--- src/hdl/rd_router_defines.svh ---
`ifndef RD_ROUTER_DEFINES_SVH
`define RD_ROUTER_DEFINES_SVH

// ----------------------------------------------------------
// Read router sizing
// ----------------------------------------------------------

// Stream data width in bits
`define RR_DATA_BITS 64

// Number of user clients
`define RR_N_CPID 4

// Virtual address width
`define RR_ADDR_BITS 32

// Request length field, bytes
`define RR_LEN_BITS 16

// Process id carried in tid
`define RR_PID_BITS 6

// Outstanding routing commands
`define RR_CMD_DEPTH 4

`endif

--- src/hdl/rd_router_pkg.sv ---
`default_nettype none

`include "rd_router_defines.svh"

package rd_router_pkg;

  // Bytes per stream beat
  localparam int BEAT_BYTES = `RR_DATA_BITS / 8;
  // Client index width
  localparam int CPID_BITS = $clog2(`RR_N_CPID);
  // Beat count field width
  localparam int BLEN_BITS = `RR_LEN_BITS - $clog2(BEAT_BYTES);

  // Client read request, len is at least 1 byte
  typedef struct packed {
    logic [`RR_ADDR_BITS-1:0] vaddr;
    logic [`RR_LEN_BITS-1:0]  len;
    logic [`RR_PID_BITS-1:0]  pid;
  } rd_req_t;

  // Request towards memory, tagged with granted client
  typedef struct packed {
    logic [CPID_BITS-1:0] cpid;
    rd_req_t              req;
  } mem_req_t;

  // Routing command, blen is beats minus one
  typedef struct packed {
    logic [CPID_BITS-1:0] cpid;
    logic [BLEN_BITS-1:0] blen;
  } mux_cmd_t;

  // One beat of the read data stream
  typedef struct packed {
    logic [`RR_DATA_BITS-1:0] tdata;
    logic [BEAT_BYTES-1:0]    tkeep;
    logic [`RR_PID_BITS-1:0]  tid;
    logic                     tlast;
  } axis_beat_t;

endpackage

`default_nettype wire

--- src/hdl/user_mux_rd.sv ---
`timescale 1ns/1ps
`default_nettype none

`include "rd_router_defines.svh"

module user_mux_rd (
  input  logic                                       aclk,
  input  logic                                       aresetn,
  input  logic                                       cmd_valid,
  input  rd_router_pkg::mux_cmd_t                    cmd,
  output logic                                       cmd_ready,
  input  logic                                       s_valid,
  input  rd_router_pkg::axis_beat_t                  s_beat,
  output logic                                       s_ready,
  output logic [`RR_N_CPID-1:0]                      m_valid,
  output rd_router_pkg::axis_beat_t [`RR_N_CPID-1:0] m_beat,
  input  logic [`RR_N_CPID-1:0]                      m_ready
);

  import rd_router_pkg::*;

  // FSM
  typedef enum logic [0:0] {ST_IDLE, ST_MUX} state_t;
  state_t state_q;
  state_t state_d;

  // Selected client and beats left minus one
  logic [CPID_BITS-1:0] cpid_q;
  logic [CPID_BITS-1:0] cpid_d;
  logic [BLEN_BITS-1:0] cnt_q;
  logic [BLEN_BITS-1:0] cnt_d;

  logic beat_xfer;
  // Last beat of burst handshaked
  logic tr_done;

  // ----------------------------------------------------------
  // Stream routing
  // ----------------------------------------------------------

  // Payload to every client, valid to the selected one
  always_comb begin
    for (int i = 0; i < `RR_N_CPID; i++) begin
      m_beat[i]  = s_beat;
      m_valid[i] = (state_q == ST_MUX) && (cpid_q == CPID_BITS'(i)) && s_valid;
    end
    s_ready = (state_q == ST_MUX) ? m_ready[cpid_q] : 1'b0;
  end

  assign beat_xfer = s_valid && s_ready;
  assign tr_done   = beat_xfer && (cnt_q == '0);

  // ----------------------------------------------------------
  // Command sequencing
  // ----------------------------------------------------------

  always_ff @(posedge aclk) begin
    if (!aresetn) begin
      state_q <= ST_IDLE;
      cpid_q  <= '0;
      cnt_q   <= '0;
    end else begin
      state_q <= state_d;
      cpid_q  <= cpid_d;
      cnt_q   <= cnt_d;
    end
  end

  // Next state and datapath
  always_comb begin
    state_d   = state_q;
    cpid_d    = cpid_q;
    cnt_d     = cnt_q;
    cmd_ready = 1'b0;

    case (state_q)
      ST_IDLE: begin
        if (cmd_valid) begin
          cmd_ready = 1'b1;
          cpid_d    = cmd.cpid;
          cnt_d     = cmd.blen;
          state_d   = ST_MUX;
        end
      end

      ST_MUX: begin
        if (tr_done) begin
          // Chain next burst without a bubble
          if (cmd_valid) begin
            cmd_ready = 1'b1;
            cpid_d    = cmd.cpid;
            cnt_d     = cmd.blen;
          end else begin
            state_d = ST_IDLE;
          end
        end else if (beat_xfer) begin
          cnt_d = cnt_q - 1'b1;
        end
      end

      default: state_d = ST_IDLE;
    endcase
  end

endmodule

`default_nettype wire

--- config.mk ---
export PLATFORM = sky130hd
export DESIGN_NAME = user_mux_rd
export DESIGN_NICKNAME = d
export VERILOG_FILES = /design/src/hdl/rd_router_pkg.sv /design/src/hdl/user_mux_rd.sv
export VERILOG_INCLUDE_DIRS = /design/src /design/src/hdl
export SDC_FILE = /design/constraint.sdc
export NUM_CORES = 1
export LEC_CHECK = 0
export BUFFER_PORTS_ARGS = -buffer_cell sky130_fd_sc_hd__buf_2
export CORE_AREA = 4 4 163 165
export DETAILED_ROUTE_END_ITERATION = 8
export DIE_AREA = 0 0 167 169
export PLACE_DENSITY_LB_ADDON = 0.08
export SLEW_MARGIN = 20
export SYNTH_ARGS = -nofsm -noshare
export SYNTH_HDL_FRONTEND = slang
export SYNTH_SLANG_ARGS = --single-unit
export TNS_END_PERCENT = 50
--- constraint.sdc ---
create_clock -name aclk -period 2.1 [get_ports aclk]
set_clock_uncertainty 0.05 [all_clocks]
set_input_delay 0.105 -clock aclk [delete_from_list [all_inputs] [get_ports aclk]]
set_output_delay 0.105 -clock aclk [all_outputs]
set_load 0.1 [all_outputs]
==> qor.txt, run 1 <==
status: complete, no violations
worst endpoint required time: 1.95 ns
Total GRT Usage: 5.07%
CTS tree: yes
area of the die: 28200 µm²
Power, Total: 0.00138 W
count of TritonRoute iterations in the first routing pass: 4
pins over their slew limit: 0
largest net degree at the start of global routing: 13
minimum clock period: 2.02 ns
Ys Warns: 0
CP Capture Type: primary output
syn_area_per_cell: 7.62 µm²
r2r setup slk: 0.10 ns
P&R area growth vs syn: -43.9%
Critical Path Max Stage Delay: 0.58 ns
Initial Util: 13.7%
Die Y: 169 µm
final count of negative-setup-slack endpoints: 0
grt ovf: 0
post-layout instance count excluding filler cells: 519
critical path launch point: cpid_q[0]
Critical Path End: cmd_ready
Max-cap violations: 0
area share of the largest cell type after synthesis: 69.3%
Post-Syn Nets: 554
vias per cell: 2.55
top post-synthesis cells by area: buf_4 69%, dfxtp_1 9.3%, a21oi_1 1.7%
Tcrit/Tclk final: 96.0%
vias in the first global route: 1579
EDFF count, synth: 0
Final Hold Viols: 0
top-count cell post-synth: buf_4
Worst VDD drop: 0.226 mV
fraction of the mapped netlist area in simple logic gates: 8.63%
DRC Markers: 0
Filler Cell Count: 2931
CTS Sinks: 16
CP Depth: 5
first-pass GRT wire length: 10700 µm
Crit Reg-Reg Endpoint: cnt_q[10]
Max Buffers Root-to-Sink: 2
worst path cell trace: mux4_2 -> a21o_4 -> nand3_4 -> inv_2 -> buf_12
root cell of the clock tree: clkbuf_16
Synth Area in XOR/XNOR: 0.255%
# rows: 58
core area: 25000 µm²
Die Width: 167 µm
gpl congestion: 0.653
Crit Path Class: flop to primary output
layout cell share with drive strength beyond 1: 39.7%
initial DRC count: 27
Top FF cell, synth: dfxtp_1
pwr dens: 715 nW/µm²
Buffers on Ports: 28
total number of vias: 1325
Inst Count DP: 513
Final Net Count: 294
Startpoint Class: flop
Max FO, Critical Path: 6
Total Routed Length: 7520 µm
IO Count: 424
cells after synthesis: 451
Worst-path clk slew: 0.06 ns
dpl hpwl: 6090 µm
Clock Latency Late Sink: 0.25 ns
Max-slew headroom: 65.1%
Buffers & Inverters on Critical Path: 2
antenna violations before repair: 0
antenna-violating nets left: 0
mux contribution to synthesized area: 0.947%
hold buffers post-CTS: 0
Compound-Gate Fraction of Synth Area: 9.29%
post-synthesis async set-or-reset flop share: 0%
crit-path leading delay family: multiplexers
post-synth top area cell: buf_4
LEAKAGE: 0.666 nW
worst-case reg-to-reg path depth: 5
Worst Path Arrival: 1.86 ns
worst slew pin tran: 0.523 ns
Hold Crit Class: input port to flop
antenna cells: 0
top post-synthesis cells by count: 317 x buf_4, 16 x dfxtp_1, 14 x nand2_1
Placement Cell Area: 1790 µm²
largest family of logic cells by synthesized area: buffers and inverters
minimum hold slack: 0.0559 ns
H-tree depth: 1
sequential share of the synthesized area: 9.33%
number of synthesized register bits: 16
mean routed wirelength per cell: 14.5 µm
reg2reg start: cpid_q[0]
fin util: 7.70%
post-route cell area: 1930 µm²
f_max: 496 MHz
Synth Cell Area: 3430 µm²
total CTS buffers: 3
Netlist cell types: 46
adder-cell area share of the yosys netlist: 0.364%
CP max-delay cell: mux4_2
final cells by class:
cell class | count | area (µm²) | share of cell area [%]
Clock buffer | 3 | 75.1 | 3.90
Inverter | 10 | 37.5 | 1.95
Multi-Input combinational cell | 103 | 708 | 36.8
Sequential cell | 16 | 320 | 16.6
Timing Repair Buffer | 57 | 373 | 19.4
Tap cell | 330 | 413 | 21.4
metrics by stage:
step	setup TNS [ns]	setup WS, ns
2_1_floorplan	-1.59	-0.768
6_report	0	0.0850
3_3_place_gp	0	0.0640
5_1_grt	-0.0132	-0.0132
4_1_cts	0	0.0156
3_5_place_dp	0	0.0532
logic make-up after synthesis:
logic type | Yosys count
buffers and inverters | 332
AND/OR/NAND/NOR | 53
AO/OA/AOI/OAI | 46
flip-flops | 16
multiplexers | 2
XOR/XNOR | 1
adder cells (fa/ha/maj) | 1
worst min path at each step:
| stage | start | end | slack (ns) | cells after the start |
|---|---|---|---|---|
| floorplan | aresetn | cnt_q[11] | 0.17 | 1 |
| global placement | s_beat[38] | m_beat[117] | 0.16 | 0 |
| detailed placement | s_beat[38] | m_beat[117] | 0.16 | 0 |
| CTS | cmd[14] | cpid_q[1] | 0.06 | 3 |
| global route | cmd[14] | cpid_q[1] | 0.06 | 3 |
| finish | cmd[14] | cpid_q[1] | 0.06 | 3 |
repair_timing:
item	4_1_cts	5_1_grt
pin swaps	0	2
setup endpoints to repair	1	5
setup buffers	0	3
resized for setup	2	5
cloned	0	0
layout by cell type, fill, tap and decap left out, types with 6 or more instances in the layout:
cell,synthesis,layout
nor2_1,6,6
o21ai_0,9,9
a21oi_1,12,12
dfxtp_1,16,16
nand2_1,14,14
buf_2,1,27
nor3_1,7,7
nand3_1,6,6
inv_1,9,9
buf_4,317,29
state kept, by name, summed over array words and instances, names as in the netlist:
register,cells
cnt_q,13
cpid_q,2
state_q,1
tightest hold or removal path: stages:
cell	delay, ns
buf_2	0.10
nand2_1	0.06
a21oi_1	0.05
power by group:
part	internal, W	switching [W]
clock	0.000252	0.000149
combinational	0.000261	0.000334
sequential	0.000345	0.0000386
metal layers:
metal / global-route usage (%) / vias up / routed length [µm]
met3: 2.43 / 54 / 940
met4: 4.09 / 0 / 508
met2: 8.33 / 63 / 3550
li1: - / 619 / -
met5: 0 / - / 0
met1: 4.85 / 589 / 2520
(Power assumes the default switching activity.)
==> inputs of run 2 (changes only) <==
--- a/config.mk
+++ b/config.mk
@@ -8,7 +8,7 @@
 export LEC_CHECK = 0
 export BUFFER_PORTS_ARGS = -buffer_cell sky130_fd_sc_hd__buf_2
-export CORE_AREA = 4 4 163 165
+export CORE_AREA = 4 4 162 164
 export DETAILED_ROUTE_END_ITERATION = 8
-export DIE_AREA = 0 0 167 169
+export DIE_AREA = 0 0 166 168
 export PLACE_DENSITY_LB_ADDON = 0.08
 export SLEW_MARGIN = 20
==> constraint.sdc (replaced) <==
create_clock -name aclk -period 2 [get_ports aclk]
set_clock_uncertainty 0.05 [all_clocks]
set_input_delay 0.3 -clock aclk [delete_from_list [all_inputs] [get_ports aclk]]
set_output_delay 0.3 -clock aclk [all_outputs]
set_load 0.1 [all_outputs]
==> run 2 against run 1 <==
Against the previous run: the flow now finishes with violations (negative setup slack); register-to-register slack worse by 0.05 ns; worst setup slack worse by 0.099 ns; wire length down 1.8%; first-iteration DRC count up 96%; final cell count up 1.7%; critical path depth unchanged; via count up 2.6%; flip-flop and latch count unchanged; total power up 13%; cell area up 9.8%; clock power up 15%; non-clock buffer count up 8; largest cell class unchanged.
==> qor.txt, run 2 (synthesis gave the netlist of run 1 again) <==
status: finished with violations
failing checks: negative setup slack
largest net degree at the start of global routing: 13
reg2reg start: cnt_q[1]
Seq. cell area: 324 µm²
vias per cell: 2.57
Initial Util: 13.8%
pwr dens: 734 nW/µm²
Total GRT Usage: 5.08%
minimum hold slack: 0.268 ns
f_max: 497 MHz
Top reg by flops: cnt_q
antenna-violating nets left: 0
CP max-delay cell: mux4_2
post-route cell area: 2120 µm²
Die Width: 166 µm
Multi-input gate area: 751 µm²
total number of vias: 1359
Die Y: 168 µm
Worst-path clk slew: 0.06 ns
most frequent cells in the layout: 37 x buf_4, 22 x buf_2, 14 x nand2_1, 13 x dfxtp_1, 11 x a21oi_1
root cell of the clock tree: clkbuf_16
final count of negative-setup-slack endpoints: 1
top flop regs: cnt_q (13), cpid_q (2), state_q (1)
Crit Reg-Reg Endpoint: cnt_q[6]
Critical Path Max Stage Delay: 0.55 ns
Max-cap violations: 0
P&R area growth vs syn: -38.4%
r2r setup slk: 0.05 ns
area of the die: 27900 µm²
Worst VDD drop: 0.321 mV
CP Capture Type: primary output
count of TritonRoute iterations in the first routing pass: 3
core area: 24900 µm²
minimum clock period: 2.01 ns
gpl congestion: 0.639
LEAKAGE: 0.737 nW
CTS Sinks: 16
first-pass GRT wire length: 10700 µm
worst slew pin tran: 0.514 ns
Final Net Count: 302
worst-case reg-to-reg path depth: 7
Clock Latency Late Sink: 0.25 ns
CTS tree: yes
Worst Slack Setup Final: -0.0136 ns
Hold Crit Class: input port to flop
antenna violations before repair: 2
Total Routed Length: 7390 µm
layout cell share with drive strength beyond 1: 46.5%
IO Count: 424
Buffers on Ports: 28
Startpoint Class: flop
dpl hpwl: 5840 µm
Max FO, Critical Path: 3
Placement Cell Area: 1900 µm²
Hold Path Cell Cnt: 3
Max Buffers Root-to-Sink: 2
Filler Cell Count: 2892
vias in the first global route: 1639
Max-slew headroom: 65.7%
total CTS buffers: 3
H-tree depth: 1
Power, Total: 0.00155 W
DRC Markers: 0
crit-path leading delay family: multiplexers
Final Hold Viols: 0
Buffers & Inverters on Critical Path: 2
Hold Crit Start: cmd[13]
mean routed wirelength per cell: 14.0 µm
# rows: 58
Tcrit/Tclk final: 101%
antenna cells: 0
Worst Hold End: cpid_q[0]
RSZ-0062 raised after global routing: yes
max reg flops: 13
pins over their slew limit: 0
grt ovf: 0
Crit Path Class: flop to primary output
worst path cell trace: mux4_2 -> a21o_1 -> nand3_4 -> inv_4 -> buf_12
initial DRC count: 53
Worst Path Arrival: 1.66 ns
worst endpoint required time: 1.65 ns
hold buffers post-CTS: 0
most common cell after layout, fill and taps aside: buf_4
## run 2: tightest hold or removal path: stages
cell	delay, ns
buf_2	0.10
nand2_1	0.07
a21oi_1	0.06
## run 2: metrics by stage
stage | setup slack, ns | utilization [%] | instances | setup TNS (ns)
4_1_cts | -0.0523 | 8.19 | 525 | -0.0737
3_5_place_dp | -0.0684 | 7.63 | 518 | -0.182
2_1_floorplan | -0.320 | - | 451 | -1.33
3_3_place_gp | -0.0410 | 7.63 | 518 | -0.0667
5_1_grt | -0.0818 | 8.50 | 528 | -0.0826
6_report | -0.0136 | 8.50 | 528 | -0.0136
## run 2: where the power goes
part           switching [W]  internal, W  total [W]
sequential         0.0000474     0.000363   0.000411
combinational       0.000365     0.000316   0.000680
clock               0.000156     0.000305   0.000461
total               0.000568     0.000984    0.00155
## run 2: how the worst max path moves through the flow
stage                    from         end  slack (ns)  cells after the start
floorplan             state_q  m_valid[1]       -0.32                      3
global placement     cnt_q[0]    cnt_q[6]       -0.04                      7
detailed placement   cnt_q[0]    cnt_q[2]       -0.07                      7
CTS                 cpid_q[0]   cmd_ready       -0.05                      5
global route        cpid_q[0]   cmd_ready       -0.08                      5
finish              cpid_q[0]   cmd_ready       -0.01                      5
## run 2: what timing repair did
item,4_1_cts,5_1_grt
setup endpoints to repair,5,9
gates resized for setup,7,13
pin swaps,4,5
buffers inserted,3,3
## run 2: cell type report
type / count / share of cell area, %
sequential: 16 / 15.3
inverter: 10 / 1.89
clock buffer: 4 / 4.20
timing repair buffer: 65 / 23.6
multi-input combinational: 103 / 35.5
tap: 330 / 19.5
## run 2: routing by layer
layer	wire (µm)	share of wire (%)	up-vias	track usage (%)
met5	21	0.28	-	0
met2	3220	44	42	7.69
met3	635	8.6	75	1.55
met4	655	8.9	4	5.31
li1	-	-	633	-
met1	2860	39	605	5.45
==> inputs of run 3 (changes only) <==
Settings changed: BUFFER_PORTS_ARGS -buffer_cell sky130_fd_sc_hd__buf_2 to -buffer_cell sky130_fd_sc_hd__buf_4, CTS_CLUSTER_DIAMETER set to 150.
==> run 3 against run 2 <==
Against the previous run: the flow still finishes with violations (negative setup slack); flip-flop and latch count did not move; register-to-register slack hardly changed; maximum frequency shrank 0.76%; clock power shrank 10%; via count down 2.9%; critical path depth unchanged; sequential share of layout area rose by 0.49 points; largest power group unchanged; first-iteration DRC count is 11% lower; wire length is 1.7% higher; combinational power shrank 2%; global-route usage up 0.20 points; largest cell class unchanged; core utilization fell by 0.20 points.
==> qor.txt, run 3 (synthesis gave the netlist of run 1 again) <==
status: finished with violations
failing checks: negative setup slack
Final Net Count: 296
Total GRT Usage: 5.28%
first-pass GRT wire length: 11000 µm
Filler Cell Count: 2898
reg2reg start: cnt_q[0]
Inst Count DP: 516
final count of negative-setup-slack endpoints: 1
antenna cells: 0
top flop regs: cnt_q (13), cpid_q (2), state_q (1)
CP Capture Type: primary output
Worst-path clk slew: 0.06 ns
Max Buffers Root-to-Sink: 2
Die Y: 168 µm
mean routed wirelength per cell: 14.4 µm
fin util: 8.30%
initial DRC count: 47
# rows: 58
area of the die: 27900 µm²
Clock Latency Late Sink: 0.25 ns
worst endpoint required time: 1.65 ns
dpl hpwl: 5950 µm
gpl congestion: 0.645
count of TritonRoute iterations in the first routing pass: 4
grt ovf: 0
Buffers on Ports: 28
Max FO, Critical Path: 4
LEAKAGE: 0.712 nW
max reg flops: 13
Startpoint Class: flop
pwr dens: 722 nW/µm²
total number of vias: 1319
hold buffers post-CTS: 0
Hold Path Cell Cnt: 2
Max-cap violations: 0
IO Count: 424
Worst VDD drop: 0.270 mV
largest net degree at the start of global routing: 12
layout cell share with drive strength beyond 1: 44.0%
vias in the first global route: 1549
DRC Markers: 0
RSZ-0062 raised after global routing: yes
Crit Path Class: flop to primary output
Max-slew headroom: 64.8%
Hold Crit Start: aresetn
Total Routed Length: 7510 µm
CTS tree: yes
CTS Sinks: 16
total CTS buffers: 3
Worst Path Arrival: 1.68 ns
Initial Util: 13.8%
P&R area growth vs syn: -39.9%
H-tree depth: 1
Die Width: 166 µm
Tcrit/Tclk final: 101%
worst slew pin tran: 0.528 ns
critical path launch point: cpid_q[0]
Worst Slack Setup Final: -0.0291 ns
Placement Cell Area: 1890 µm²
antenna violations before repair: 0
post-route cell area: 2070 µm²
most frequent cells in the layout: 55 x buf_4, 14 x nand2_1, 11 x a21oi_1, 11 x dfxtp_1, 9 x inv_1
Final Hold Viols: 0
worst-case reg-to-reg path depth: 7
post-layout instance count excluding filler cells: 521
Top reg by flops: cnt_q
most common cell after layout, fill and taps aside: buf_4
f_max: 493 MHz
minimum clock period: 2.03 ns
antenna-violating nets left: 0
pins over their slew limit: 0
Hold Crit Class: input port to flop
pre-CTS WS: -0.142 ns
core area: 24900 µm²
vias per cell: 2.53
root cell of the clock tree: clkbuf_16
-- run 3: where the power goes --
| group | internal (W) | switching (W) |
|---|---|---|
| logic | 0.000304 | 0.000360 |
| clock network | 0.000264 | 0.000150 |
| registers | 0.000364 | 0.0000490 |
| total | 0.000932 | 0.000559 |
-- run 3: worst paths after layout --
check / slack, ns / end
min reg2reg: 0.47 / cnt_q[6]
min: 0.28 / cnt_q[11]
max reg2reg: 0.05 / cnt_q[6]
max: -0.03 / cmd_ready
-- run 3: repair_timing --
action / in CTS / in global routing
hold endpoints to repair: 0 / 0
setup endpoints to repair: 13 / 9
resized for setup: 10 / 13
setup buffers: 1 / 2
pin swaps: 3 / 5
-- run 3: metal layers --
layer	global-route usage, %	share of wire, %
met2	7.37	42
met5	0	0
met4	5.74	9.3
met1	6.30	41
met3	1.22	7.4
-- run 3: area by class of cell --
class | count | area, µm² | area share [%]
clock buffers | 3 | 75.1 | 3.63
well taps | 330 | 413 | 20.0
repair buffers | 59 | 475 | 23.0
multi-input cells | 103 | 736 | 35.6
flip-flops and latches | 16 | 327 | 15.8
inverters | 10 | 40.0 | 1.94
-- run 3: worst max-delay path: stages (launching register included) --
cell and delay [ns]:
dfxtp_2 0.34, mux4_2 0.56, a21o_1 0.22, nand3_4 0.10, inv_4 0.04, buf_12 0.15
-- run 3: metrics by stage --
stage,power (W),hold slack [ns],setup TNS (ns)
after floorplan,0.00371,0.368,-1.33
after global placement,0.00106,0.451,-0.627
after detailed placement,0.00104,0.467,-0.354
after CTS,0.00151,0.273,-0.142
after global routing,0.00162,0.286,-0.179
final,0.00149,0.279,-0.0291
