## config.mk

```make
export PLATFORM = sky130hd
export DESIGN_NAME = mux_cmd_fifo
export DESIGN_NICKNAME = d
export VERILOG_FILES = /design/src/hdl/rd_router_pkg.sv /design/src/hdl/mux_cmd_fifo.sv
export VERILOG_INCLUDE_DIRS = /design/src /design/src/hdl
export SDC_FILE = /design/constraint.sdc
export NUM_CORES = 1
export LEC_CHECK = 0
export BUFFER_PORTS_ARGS = -buffer_cell sky130_fd_sc_hd__buf_4
export CAP_MARGIN = 20
export CORE_ASPECT_RATIO = 1.4
export CORE_MARGIN = 4
export CORE_UTILIZATION = 51
export DETAILED_ROUTE_END_ITERATION = 12
export PLACE_DENSITY = 0.79
export SLEW_MARGIN = 20
export SYNTH_ARGS = -nofsm -noshare
export SYNTH_HDL_FRONTEND = slang
export SYNTH_SLANG_ARGS = --single-unit
```

## constraint.sdc

```tcl
create_clock -name aclk -period 2.5 [get_ports aclk]
set_clock_uncertainty 0.2 [all_clocks]
set_input_delay 0.5 -clock aclk [delete_from_list [all_inputs] [get_ports aclk]]
set_output_delay 0.5 -clock aclk [all_outputs]
set_load 0.02 [all_outputs]
```

## src/hdl/rd_router_defines.svh

```systemverilog
`ifndef RD_ROUTER_DEFINES_SVH
`define RD_ROUTER_DEFINES_SVH

// ----------------------------------------------------------
// Read router sizing
// ----------------------------------------------------------

// Stream data width in bits
`define RR_DATA_BITS 64

// Number of user clients
`define RR_N_CPID 4

// Virtual address width
`define RR_ADDR_BITS 32

// Request length field, bytes
`define RR_LEN_BITS 16

// Process id carried in tid
`define RR_PID_BITS 6

// Outstanding routing commands
`define RR_CMD_DEPTH 4

`endif

```

## src/hdl/rd_router_pkg.sv

```systemverilog
`default_nettype none

`include "rd_router_defines.svh"

package rd_router_pkg;

  // Bytes per stream beat
  localparam int BEAT_BYTES = `RR_DATA_BITS / 8;
  // Client index width
  localparam int CPID_BITS = $clog2(`RR_N_CPID);
  // Beat count field width
  localparam int BLEN_BITS = `RR_LEN_BITS - $clog2(BEAT_BYTES);

  // Client read request, len is at least 1 byte
  typedef struct packed {
    logic [`RR_ADDR_BITS-1:0] vaddr;
    logic [`RR_LEN_BITS-1:0]  len;
    logic [`RR_PID_BITS-1:0]  pid;
  } rd_req_t;

  // Request towards memory, tagged with granted client
  typedef struct packed {
    logic [CPID_BITS-1:0] cpid;
    rd_req_t              req;
  } mem_req_t;

  // Routing command, blen is beats minus one
  typedef struct packed {
    logic [CPID_BITS-1:0] cpid;
    logic [BLEN_BITS-1:0] blen;
  } mux_cmd_t;

  // One beat of the read data stream
  typedef struct packed {
    logic [`RR_DATA_BITS-1:0] tdata;
    logic [BEAT_BYTES-1:0]    tkeep;
    logic [`RR_PID_BITS-1:0]  tid;
    logic                     tlast;
  } axis_beat_t;

endpackage

`default_nettype wire

```

## src/hdl/mux_cmd_fifo.sv

```systemverilog
`timescale 1ns/1ps
`default_nettype none

`include "rd_router_defines.svh"

module mux_cmd_fifo #(
  parameter int DEPTH = `RR_CMD_DEPTH
) (
  input  logic                    aclk,
  input  logic                    aresetn,
  input  logic                    push_valid,
  input  rd_router_pkg::mux_cmd_t push_cmd,
  output logic                    push_ready,
  output logic                    cmd_valid,
  output rd_router_pkg::mux_cmd_t cmd,
  input  logic                    cmd_ready
);

  import rd_router_pkg::*;

  localparam int PTR_BITS = (DEPTH > 1) ? $clog2(DEPTH) : 1;
  localparam int CNT_BITS = $clog2(DEPTH + 1);

  // Command storage
  mux_cmd_t            mem [DEPTH];
  logic [PTR_BITS-1:0] wr_ptr;
  logic [PTR_BITS-1:0] rd_ptr;
  // Entries held
  logic [CNT_BITS-1:0] count;
  logic                do_push;
  logic                do_pop;

  // ----------------------------------------------------------
  // Status and handshakes
  // ----------------------------------------------------------

  assign push_ready = (count != CNT_BITS'(DEPTH));
  assign cmd_valid  = (count != '0);
  assign do_push    = push_valid && push_ready;
  assign do_pop     = cmd_valid && cmd_ready;

  // Head entry straight from storage
  assign cmd = mem[rd_ptr];

  // ----------------------------------------------------------
  // Storage and pointers
  // ----------------------------------------------------------

  always_ff @(posedge aclk) begin
    if (do_push) begin
      mem[wr_ptr] <= push_cmd;
    end
  end

  // Pointers wrap at DEPTH-1
  always_ff @(posedge aclk) begin
    if (!aresetn) begin
      wr_ptr <= '0;
      rd_ptr <= '0;
    end else begin
      if (do_push) begin
        wr_ptr <= (wr_ptr == PTR_BITS'(DEPTH - 1)) ? '0 : wr_ptr + 1'b1;
      end
      if (do_pop) begin
        rd_ptr <= (rd_ptr == PTR_BITS'(DEPTH - 1)) ? '0 : rd_ptr + 1'b1;
      end
    end
  end

  // Count holds when push and pop coincide
  always_ff @(posedge aclk) begin
    if (!aresetn) begin
      count <= '0;
    end else begin
      case ({do_push, do_pop})
        2'b10:   count <= count + 1'b1;
        2'b01:   count <= count - 1'b1;
        default: count <= count;
      endcase
    end
  end

endmodule

`default_nettype wire

```

==> results of run 1 <==
final cells by class:
| type | count | share of cell area (%) |
|---|---|---|
| flip-flops and latches | 69 | 62.23 |
| inverters | 7 | 0.8219 |
| clock buffers | 10 | 3.992 |
| multi-input cells | 53 | 20.59 |
| well taps | 64 | 2.505 |
| clock inverters | 6 | 0.9393 |
| repair buffers | 38 | 8.924 |
layer usage:
layer / share of wire, % / up-vias / routed length [um]
met5: 0 / - / 0
met4: 1.6 / 0 / 73
met3: 6.1 / 8 / 277
met2: 57 / 51 / 2576
met1: 35 / 674 / 1607
li1: - / 614 / -
power groups by stage:
stage / Combinational [mW] / Sequential (mW) / Clock, mW
2_1_floorplan: 0.642 / 1.47 / 0
3_3_place_gp: 0.915 / 1.47 / 0
3_5_place_dp: 0.962 / 1.49 / 0
4_1_cts: 0.983 / 1.47 / 0.728
5_1_grt: 1.05 / 1.49 / 0.781
6_report: 0.975 / 1.47 / 0.708
through the flow:
| step | setup TNS (ns) | cell area, sq um | setup WS, ns | power, mW | util, % |
|---|---|---|---|---|---|
| floorplan | 0 | 2678 | 0.02065 | 2.108 | - |
| global placement | 0 | 3012 | 0.1191 | 2.383 | 60.78 |
| detailed placement | -0.004213 | 3012 | -0.004213 | 2.452 | 60.78 |
| CTS | 0 | 3186 | 0.07682 | 3.182 | 64.29 |
| global route | 0 | 3197 | 0.01676 | 3.320 | 64.52 |
| finish | 0 | 3197 | 0.08733 | 3.157 | 64.52 |
cell families (layout without fill, tap and decap cells):
logic type	count (synthesis)	count (layout)	synth area share (%)
flops	69	69	74.51
simple gates	21	21	4.516
mux	16	16	13.08
buf+inv	12	61	2.164
fa+ha+maj	7	7	3.575
compound gates	7	7	1.505
xor+xnor	2	2	0.6586
how the worst max path moves through the flow:
stage,end,start
after CTS,count[2],count[0]
final,count[2],count[0]
after detailed placement,count[2],count[0]
after floorplan,count[2],count[0]
after global placement,count[2],count[0]
after global routing,cmd[4],flop
sequential cells by signal, summed over array words and instances (netlist names), named ones only:
signal	cells
count	3
rd_ptr	2
mem	60
wr_ptr	2
worst max-delay path: stages, from the launching register on:
cell	delay [ns]
dfxtp_4	0.37
or3b_4	0.40
and2_4	0.16
inv_2	0.06
ha_4	0.14
inv_2	0.04
fa_2	0.34
xor2_2	0.17
or3_4	0.34
a21boi_2	0.14
cell usage after synthesis (2+ instances only):
| cell type | count |
|---|---|
| and2_1 | 2 |
| and3_2 | 3 |
| clkbuf_1 | 2 |
| dfxtp_1 | 9 |
| edfxtp_1 | 60 |
| ha_1 | 6 |
| inv_1 | 7 |
| mux4_2 | 15 |
| nand2_1 | 6 |
| nand3_1 | 2 |
| nor2_1 | 2 |
| o21ai_0 | 4 |
| or3_2 | 2 |
what timing repair did:
action / CTS / global route
setup endpoints to repair: 1 / 1
gates resized for setup: 4 / 3
setup buffers: 0 / 0
hold endpoints to repair: 0 / 0
pin swaps: 3 / 0
==> flow_summary.toml, run 1 <==
[global_routing]
antenna_found_initial = 0
met2_usage_pct = 27.79
grt_pass1_vias = 1470
grt_overflow = 0
grt_max_degree = 16
grt_pass1_wl_um = 7376
met1_usage_pct = 16.05
grt_util_all_layers_pct = 15.65
grt.busiest_layer = "met2"
grt.met3_usage_pct = 5.591

[setup_path]
crit_fanout = 5
critPathRequiredTime_ns = 2.56
r2r_cells = 9
worstSetupEndpointType = "flop"
path_class = "flop to flop"
cp.arrival_ns = 2.47
r2r_start = "count[0]"
r2r_setup_slack_ns = 0.09
cp-start-kind = "flop"
r2r-end = "count[2]"

[min_path]
hp-class = "primary input to flop"
min_from = "push_cmd[2]"
whs_path_depth = 1
worstHoldEndpoint = "mem[1][2]"

[finish]
num-nets-final = 204
final_common_cell = "edfxtp_1"
layout-drive-gt1-share_pct = 44.81
fin_cells = 247
ff_latch_area_sq_um = 1989
fillers = 360
diodes = 0
final_cell_mix = "60 x edfxtp_1, 38 x buf_4, 15 x mux4_2, 9 x clkbuf_8, 7 x dfxtp_1"
multiInputGateArea_sq_um = 658.1
area_growth_pct = 20.18

[run]
drv_cap = 0

[synthesis]
yosysUniqueCellTypes = 27
yosysWarnings = 0
yosysSeqAreaShare_pct = 74.51
synth.area.top_cells = "edfxtp_1 68%, mux4_2 13%, dfxtp_1 6.8%"
netlist_area_sq_um = 2660
synth_ff_type = "edfxtp_1"
synth_top_area_cell = "edfxtp_1"
synth_edf_count = 60
synth_top_area_share_pct = 67.73
syn_avg_cell_area_sq_um = 19.85
synthCells = 134
synth_seq_cells = 69
async_flop_share_pct = 0
syn_nets = 160

[place]
placement.io_buffers = 35
place_hpwl_um = 3176
routabilityCongestion = 0.7142
dp_cells = 231

[timing]
rsz0062_at_grt = "no"
setup_viol = 0
hold_violations = 0
slew_headroom_pct = 49.22
hold_ws_ns = 0.1693
tightestPinTransition_ns = 0.7617
finalCritPeriodShare_pct = 96.51
drv_slew = 0
fmax_ghz = 0.4145
layout_min_cycle_time_ns = 2.413

[die]
die_area_sq_um = 6451
die_h_um = 93.45
dieWidth_um = 69.04
rows = 30
initial_core_util_pct = 53.69
core_sq_um = 4955
io_pins = 36

[clock_tree]
cts_sinks = 69
cts_tree = "done"
clockBufferDepth = 2
clk_latency_ns = 0.33
numCtsBuffers = 9
h-tree-depth = 3
clk_pin_slew_ns = 0.07
cts-root-buf = "clkbuf_8"
cts_hold_buf = 0

[route]
drc_errors = 0
wirelength_um = 4534
vias = 1347
firstDrtPassIters = 4
via_per_inst = 5.453
drt_iter0_drc = 104
routedWlPerCell_um = 18.36
ant_nets = 0

[pwr]
combPwrFrac_pct = 30.9
p_sw_mw = 0.9301
intPower_mw = 2.227
p_per_area_nw_per_um2 = 987.6
peakVddDrop_mv = 0.6900
leakage_nw = 1.123
p_clk_share_pct = 22.4
swShare_pct = 29.46
seqPwrFrac_pct = 46.7

[run_status]
status = "finished, final reports clean"
Power figures use the tool's default switching activity.
==> run 2, diff against run 1 <==
--- a/config.mk
+++ b/config.mk
@@ -10,9 +10,9 @@
 export CAP_MARGIN = 20
 export CORE_ASPECT_RATIO = 1.4
 export CORE_MARGIN = 4
-export CORE_UTILIZATION = 51
+export CORE_UTILIZATION = 56
 export DETAILED_ROUTE_END_ITERATION = 12
-export PLACE_DENSITY = 0.79
+export PLACE_DENSITY = 0.82
 export SLEW_MARGIN = 20
 export SYNTH_ARGS = -nofsm -noshare
 export SYNTH_HDL_FRONTEND = slang
==> constraint.sdc (replaced) <==
create_clock -name aclk -period 2.33 [get_ports aclk]
set_clock_uncertainty 0.2 [all_clocks]
set_input_delay 0.466 -clock aclk [delete_from_list [all_inputs] [get_ports aclk]]
set_output_delay 0.466 -clock aclk [all_outputs]
set_load 0.02 [all_outputs]
==> run 2 against run 1 <==
  * Combinational power grew 15%
  * Utilization grew 6.4 points
  * Via count grew 4.4%
  * Design area grew 1.4%
  * Wire length grew 0.64%
  * Critical path type unchanged
  * Register-to-register slack lost 0.05 ns
  * Critical endpoint unchanged
  * Highest routed layer unchanged
  * Hold slack lost 0.036 ns
  * Sequential share of layout area shrank 0.96 points
  * Count of clock-buffer cells in the layout grew 1
  * Die area shrank 8.0%
  * Largest power group unchanged
  * Non-clock buffer count grew 7
==> flow_summary.toml, run 2 (synthesized netlist as in run 1, its figures left out) <==
[run_status]
status = "finished, final reports clean"

[setup_path]
worstSetupEndpointType = "flop"
cpPeakStageDelay_ns = 0.38
cp-start-kind = "flop"
crit_path_top_delay_cell = "or3b_4"
cp.arrival_ns = 2.36
path_class = "flop to flop"
r2r_start = "count[2]"
critPathMostFrequentCell = "inv_2"
crit_fanout = 2
crit_start = "count[2]"
crit_chain = "or3b_4 -> and2_4 -> inv_2 -> ha_4 -> inv_2 -> fa_2 -> xor2_1 -> or3_4 -> a21boi_1"
critPathRequiredTime_ns = 2.39

[place]
place_ws_ns = -0.03571
routabilityCongestion = 0.7474
placement.io_buffers = 35
dp_cells = 232
place_hpwl_um = 3090

[timing]
fmax_ghz = 0.4355
tightestPinTransition_ns = 0.7652
finalCritPeriodShare_pct = 98.55
slew_headroom_pct = 48.99
hold_violations = 0
setup_slack_ns = 0.03376
hold_ws_ns = 0.1329
rsz0062_at_grt = "yes"
setup_viol = 0
drv_slew = 0
layout_min_cycle_time_ns = 2.296

[die]
initial_core_util_pct = 58.18
io_pins = 36
core_sq_um = 4572
die_h_um = 89.55
dieWidth_um = 66.25
rows = 29
die_area_sq_um = 5932

[clock_tree]
cts_tree = "done"
numCtsBuffers = 9
clk_pin_slew_ns = 0.07
h-tree-depth = 3
clockBufferDepth = 2
cts_sinks = 69
cts-root-buf = "clkbuf_8"
clk_latency_ns = 0.33

[finish]
area_growth_pct = 21.83
largest_register_ffs = 60
post-route-util_pct = 70.88
reg.largest.list = "mem x60, count x3"
final_cell_mix = "60 x edfxtp_1, 44 x buf_4, 15 x mux4_2, 9 x clkbuf_8"
fin_cells = 252
num-nets-final = 211
final_common_cell = "edfxtp_1"
top_register = "mem"
layout-drive-gt1-share_pct = 45.79
diodes = 0

[run]
drv_cap = 0

[global_routing]
grt_overflow = 0
grt.busiest_layer = "met2"
grt_pass1_wl_um = 7396
antenna_found_initial = 0
grt_max_degree = 16
grt_pass1_vias = 1545
met2_usage_pct = 30.53
grt_util_all_layers_pct = 17.82
grt.met3_usage_pct = 5.786
met1_usage_pct = 18.82

[route]
firstDrtPassIters = 4
ant_nets = 0
routedWlPerCell_um = 18.11
drc_errors = 0
via_per_inst = 5.579
vias = 1406
wirelength_um = 4563
drt_iter0_drc = 76

[pwr]
fin_total_pwr_mw = 3.455
leakage_nw = 1.163
peakVddDrop_mv = 0.6012
p_per_area_nw_per_um2 = 1066

[min_path]
min_from = "push_cmd[6]"
hp-class = "primary input to flop"
run 2: cell count changes in the layout (fill, tap and decap cells not counted), sizes merged:
cell / delta
clkinvlp: -1
clkbuf: +1
buf: +7
run 2: worst paths after layout:
check                            endpoint  slack [ns]  depth (start not counted)
worst max-delay path             count[2]        0.03                          9
worst min-delay path            mem[0][6]        0.13                          1
worst max register to register   count[2]        0.03                          9
worst min register to register  wr_ptr[1]        0.34                          2
run 2: worst max-delay path, delay by kind of cell, from the launching register on:
| family | cells | cell delay, ns |
|---|---|---|
| XOR/XNOR | 1 | 0.16 |
| AND/OR/NAND/NOR | 3 | 0.86 |
| AO/OA/AOI/OAI | 1 | 0.11 |
| buffers and inverters | 2 | 0.09 |
| flip-flops | 1 | 0.34 |
| adder cells (fa/ha/maj) | 2 | 0.46 |
run 2: through the flow:
step            TNS, ns  area, sq um
5_1_grt        -0.02394         3241
3_3_place_gp          0         3048
6_report              0         3241
3_5_place_dp   -0.03571         3048
4_1_cts               0         3224
2_1_floorplan  -0.06464         2681
run 2: power by group:
group,internal [mW],switching (mW)
Clock,0.379,0.393
Sequential,1.50,0.0564
Combinational,0.565,0.558
Total,2.45,1.01
run 2: layout make-up:
| type | instances | area, sq um |
|---|---|---|
| Clock buffer | 11 | 131.4 |
| Multi-Input combinational cell | 53 | 641.9 |
| Tap cell | 62 | 77.57 |
| Sequential cell | 69 | 1986 |
| Inverter | 7 | 26.28 |
| Fill cell | 312 | 1331 |
| Timing Repair Buffer | 45 | 350.3 |
| Clock inverter | 5 | 27.53 |
run 2: layer usage:
metal  vias up  wire [um]
li1        628          -
met1       702       1595
met2        57       2504
met3        19        253
met4         0        210
met5         -          0
run 2: repair_timing:
action	CTS	global route
setup endpoints to repair	1	1
pin swaps	4	1
buffers inserted	2	2
hold buffers	0	0
resized for setup	1	1
==> run 3, diff against run 2 <==
--- a/config.mk
+++ b/config.mk
@@ -6,13 +6,14 @@
 export SDC_FILE = /design/constraint.sdc
 export NUM_CORES = 1
 export LEC_CHECK = 0
+export ABC_AREA = 1
 export BUFFER_PORTS_ARGS = -buffer_cell sky130_fd_sc_hd__buf_4
 export CAP_MARGIN = 20
 export CORE_ASPECT_RATIO = 1.4
 export CORE_MARGIN = 4
-export CORE_UTILIZATION = 56
+export CORE_UTILIZATION = 57
 export DETAILED_ROUTE_END_ITERATION = 12
-export PLACE_DENSITY = 0.82
+export PLACE_DENSITY = 0.83
 export SLEW_MARGIN = 20
 export SYNTH_ARGS = -nofsm -noshare
 export SYNTH_HDL_FRONTEND = slang
==> run 3 against run 2 <==
  * Via count increased by 29%
  * Clock power increased by 28%
  * Global-route usage increased by 1.3 points
  * Fmax increased by 2.6%
  * Design area increased by 6.4%
  * Setup slack improved by 0.059 ns
  * Critical path type is now flop to output pin
  * Largest cell class unchanged
  * Highest routed layer unchanged
==> flow_summary.toml, run 3 <==
[pwr]
p_sw_mw = 1.384
intPower_mw = 2.668
peakVddDrop_mv = 0.7921
swShare_pct = 34.16
p_clk_share_pct = 24.3
fin_total_pwr_mw = 4.052
leakage_nw = 1.331
combPwrFrac_pct = 36.8
seqPwrFrac_pct = 38.9
p_per_area_nw_per_um2 = 1175

[route]
firstDrtPassIters = 4
drc_errors = 0
ant_nets = 0
via_per_inst = 5.485
wirelength_um = 5205
drt_iter0_drc = 91
routedWlPerCell_um = 15.77
vias = 1810

[setup_path]
r2r-end = "count[2]"
cp.arrival_ns = 1.57
r2r_cells = 13
r2r_setup_slack_ns = 0.34
worstSetupEndpointType = "output pin"
cp-start-kind = "flop"
critPathRequiredTime_ns = 1.66
crit_fanout = 30
r2r_start = "count[2]"
path_class = "flop to output pin"

[global_routing]
grt_pass1_vias = 1939
antenna_found_initial = 0
grt_pass1_wl_um = 8618
grt_util_all_layers_pct = 19.08
grt_max_degree = 31
grt_overflow = 0

[finish]
post-route-util_pct = 70.69
area_growth_pct = 19.87
layout-drive-gt1-share_pct = 35.34
num-nets-final = 289
largest_register_ffs = 60
fin_cells = 330
ff_latch_area_sq_um = 1982
final_common_cell = "edfxtp_1"
final_cell_mix = "60 x edfxtp_1, 46 x buf_4, 40 x nor2_1, 18 x o21ai_1, 14 x inv_1"
post-route-cell-area_sq_um = 3450
multiInputGateArea_sq_um = 774.5
reg.largest.list = "mem x60, count x3"
fillers = 325
top_register = "mem"
diodes = 0

[timing]
finalCritPeriodShare_pct = 96.02
hold_violations = 0
drv_slew = 0
setup_viol = 0
fmax_ghz = 0.4470
slew_headroom_pct = 74.15
final.setup.tns_ns = 0
tightestPinTransition_ns = 0.3871
setup_slack_ns = 0.09275
hold_ws_ns = 0.1293
rsz0062_at_grt = "no"
layout_min_cycle_time_ns = 2.237

[die]
core_sq_um = 4880
die_h_um = 92.07
io_pins = 36
dieWidth_um = 68.05
die_area_sq_um = 6265
rows = 30
initial_core_util_pct = 58.97

[min_path]
min_from = "push_cmd[14]"
hp-class = "primary input to flop"
worstHoldEndpoint = "mem[2][14]"
whs_path_depth = 1

[place]
placed_cell_area_sq_um = 3246
routabilityCongestion = 0.8075
dp_cells = 316
placement.io_buffers = 35
place_hpwl_um = 3517
place_ws_ns = 0.3413

[clock_tree]
clk_pin_slew_ns = 0.07
clockBufferDepth = 2
numCtsBuffers = 9
cts-root-buf = "clkbuf_8"
h-tree-depth = 3
cts_sinks = 69
clk_latency_ns = 0.33
cts_tree = "done"

[run]
drv_cap = 0

[synthesis]
synth_top_family_by_area = "compound AO/OA/AOI/OAI gates"
yosysWarnings = 0
synthAdderAreaFrac_pct = 3.304
synth_mux_area_share_pct = 0
yosysMostFrequentCell = "edfxtp_1"
synth_simple_gate_area_share_pct = 10.35
synth_xor_area_share_pct = 0
synth_top_area_share_pct = 62.61
synth_seq_cells = 69
synth.area.top_cells = "edfxtp_1 63%, dfxtp_1 6.3%, nor2_1 5.2%"
synth_ff_type = "edfxtp_1"
synth_top_area_cell = "edfxtp_1"
yosysSeqAreaShare_pct = 68.87
yosys-top-cells-count = "60 x edfxtp_1, 40 x nor2_1, 18 x o21ai_1"
yosysUniqueCellTypes = 25
synth_edf_count = 60
async_flop_share_pct = 0
netlist_area_sq_um = 2878
synth_compound_gate_area_share_pct = 13.26
synthCells = 214
syn_nets = 240
syn_avg_cell_area_sq_um = 13.45

[run_status]
status = "finished, final reports clean"
## run 3: cell count changes after synthesis, moves of 5 or more
cell	delta
o22ai_1	+5
nor2_1	+38
o22ai_2	+10
mux4_2	-15
o21ai_2	+12
o21ai_1	+17
inv_1	+7
## run 3: layout make-up
| type | instances | share of cell area [%] |
|---|---|---|
| clock inverter | 5 | 2.249 |
| timing repair buffer | 46 | 10.01 |
| tap | 64 | 2.321 |
| multi-input combinational | 120 | 22.45 |
| inverter | 17 | 1.922 |
| clock buffer | 9 | 3.591 |
| sequential | 69 | 57.45 |
## run 3: how the worst max path moves through the flow
stage	from	to
floorplan	count[1]	mem[0][0]
global placement	push_valid	count[2]
detailed placement	push_valid	count[2]
CTS	flop	cmd[1]
global route	flop	cmd[11]
finish	flop	cmd[6]
## run 3: critical path, stage by stage, from the launching register on
cell and delay (ns):
dfxtp_1 0.38, buf_4 0.34, o21ai_1 0.14, o22ai_2 0.20, buf_4 0.17
## run 3: power by group through the flow
stage,Combinational (mW),Clock [mW],Sequential (mW)
after CTS,1.50,1.00,1.57
after floorplan,1.00,0,1.59
after global placement,1.44,0,1.59
final,1.49,0.985,1.57
after detailed placement,1.49,0,1.60
after global routing,1.63,1.05,1.59
## run 3: per-layer routing
metal	global-route usage [%]	share of wire [%]	wire [um]	vias up
met5	0	0	0	-
met4	10.78	2.1	107	0
met3	5.025	5.7	297	12
met2	32.58	55	2856	62
met1	20.49	37	1943	880
li1	-	-	-	856
## run 3: timing repair
item | in CTS | in global routing
buffers inserted | 0 | 0
gates resized for setup | 0 | 2
endpoints found under the setup margin | 0 | 1
hold buffers | 0 | 0
## run 3: kinds of logic (layout without fill, tap and decap cells)
family,count (synthesis),in the layout
flip-flops,69,69
AND/OR/NAND/NOR,62,62
AO/OA/AOI/OAI,51,51
buffers and inverters,25,77
adder cells (fa/ha/maj),7,7
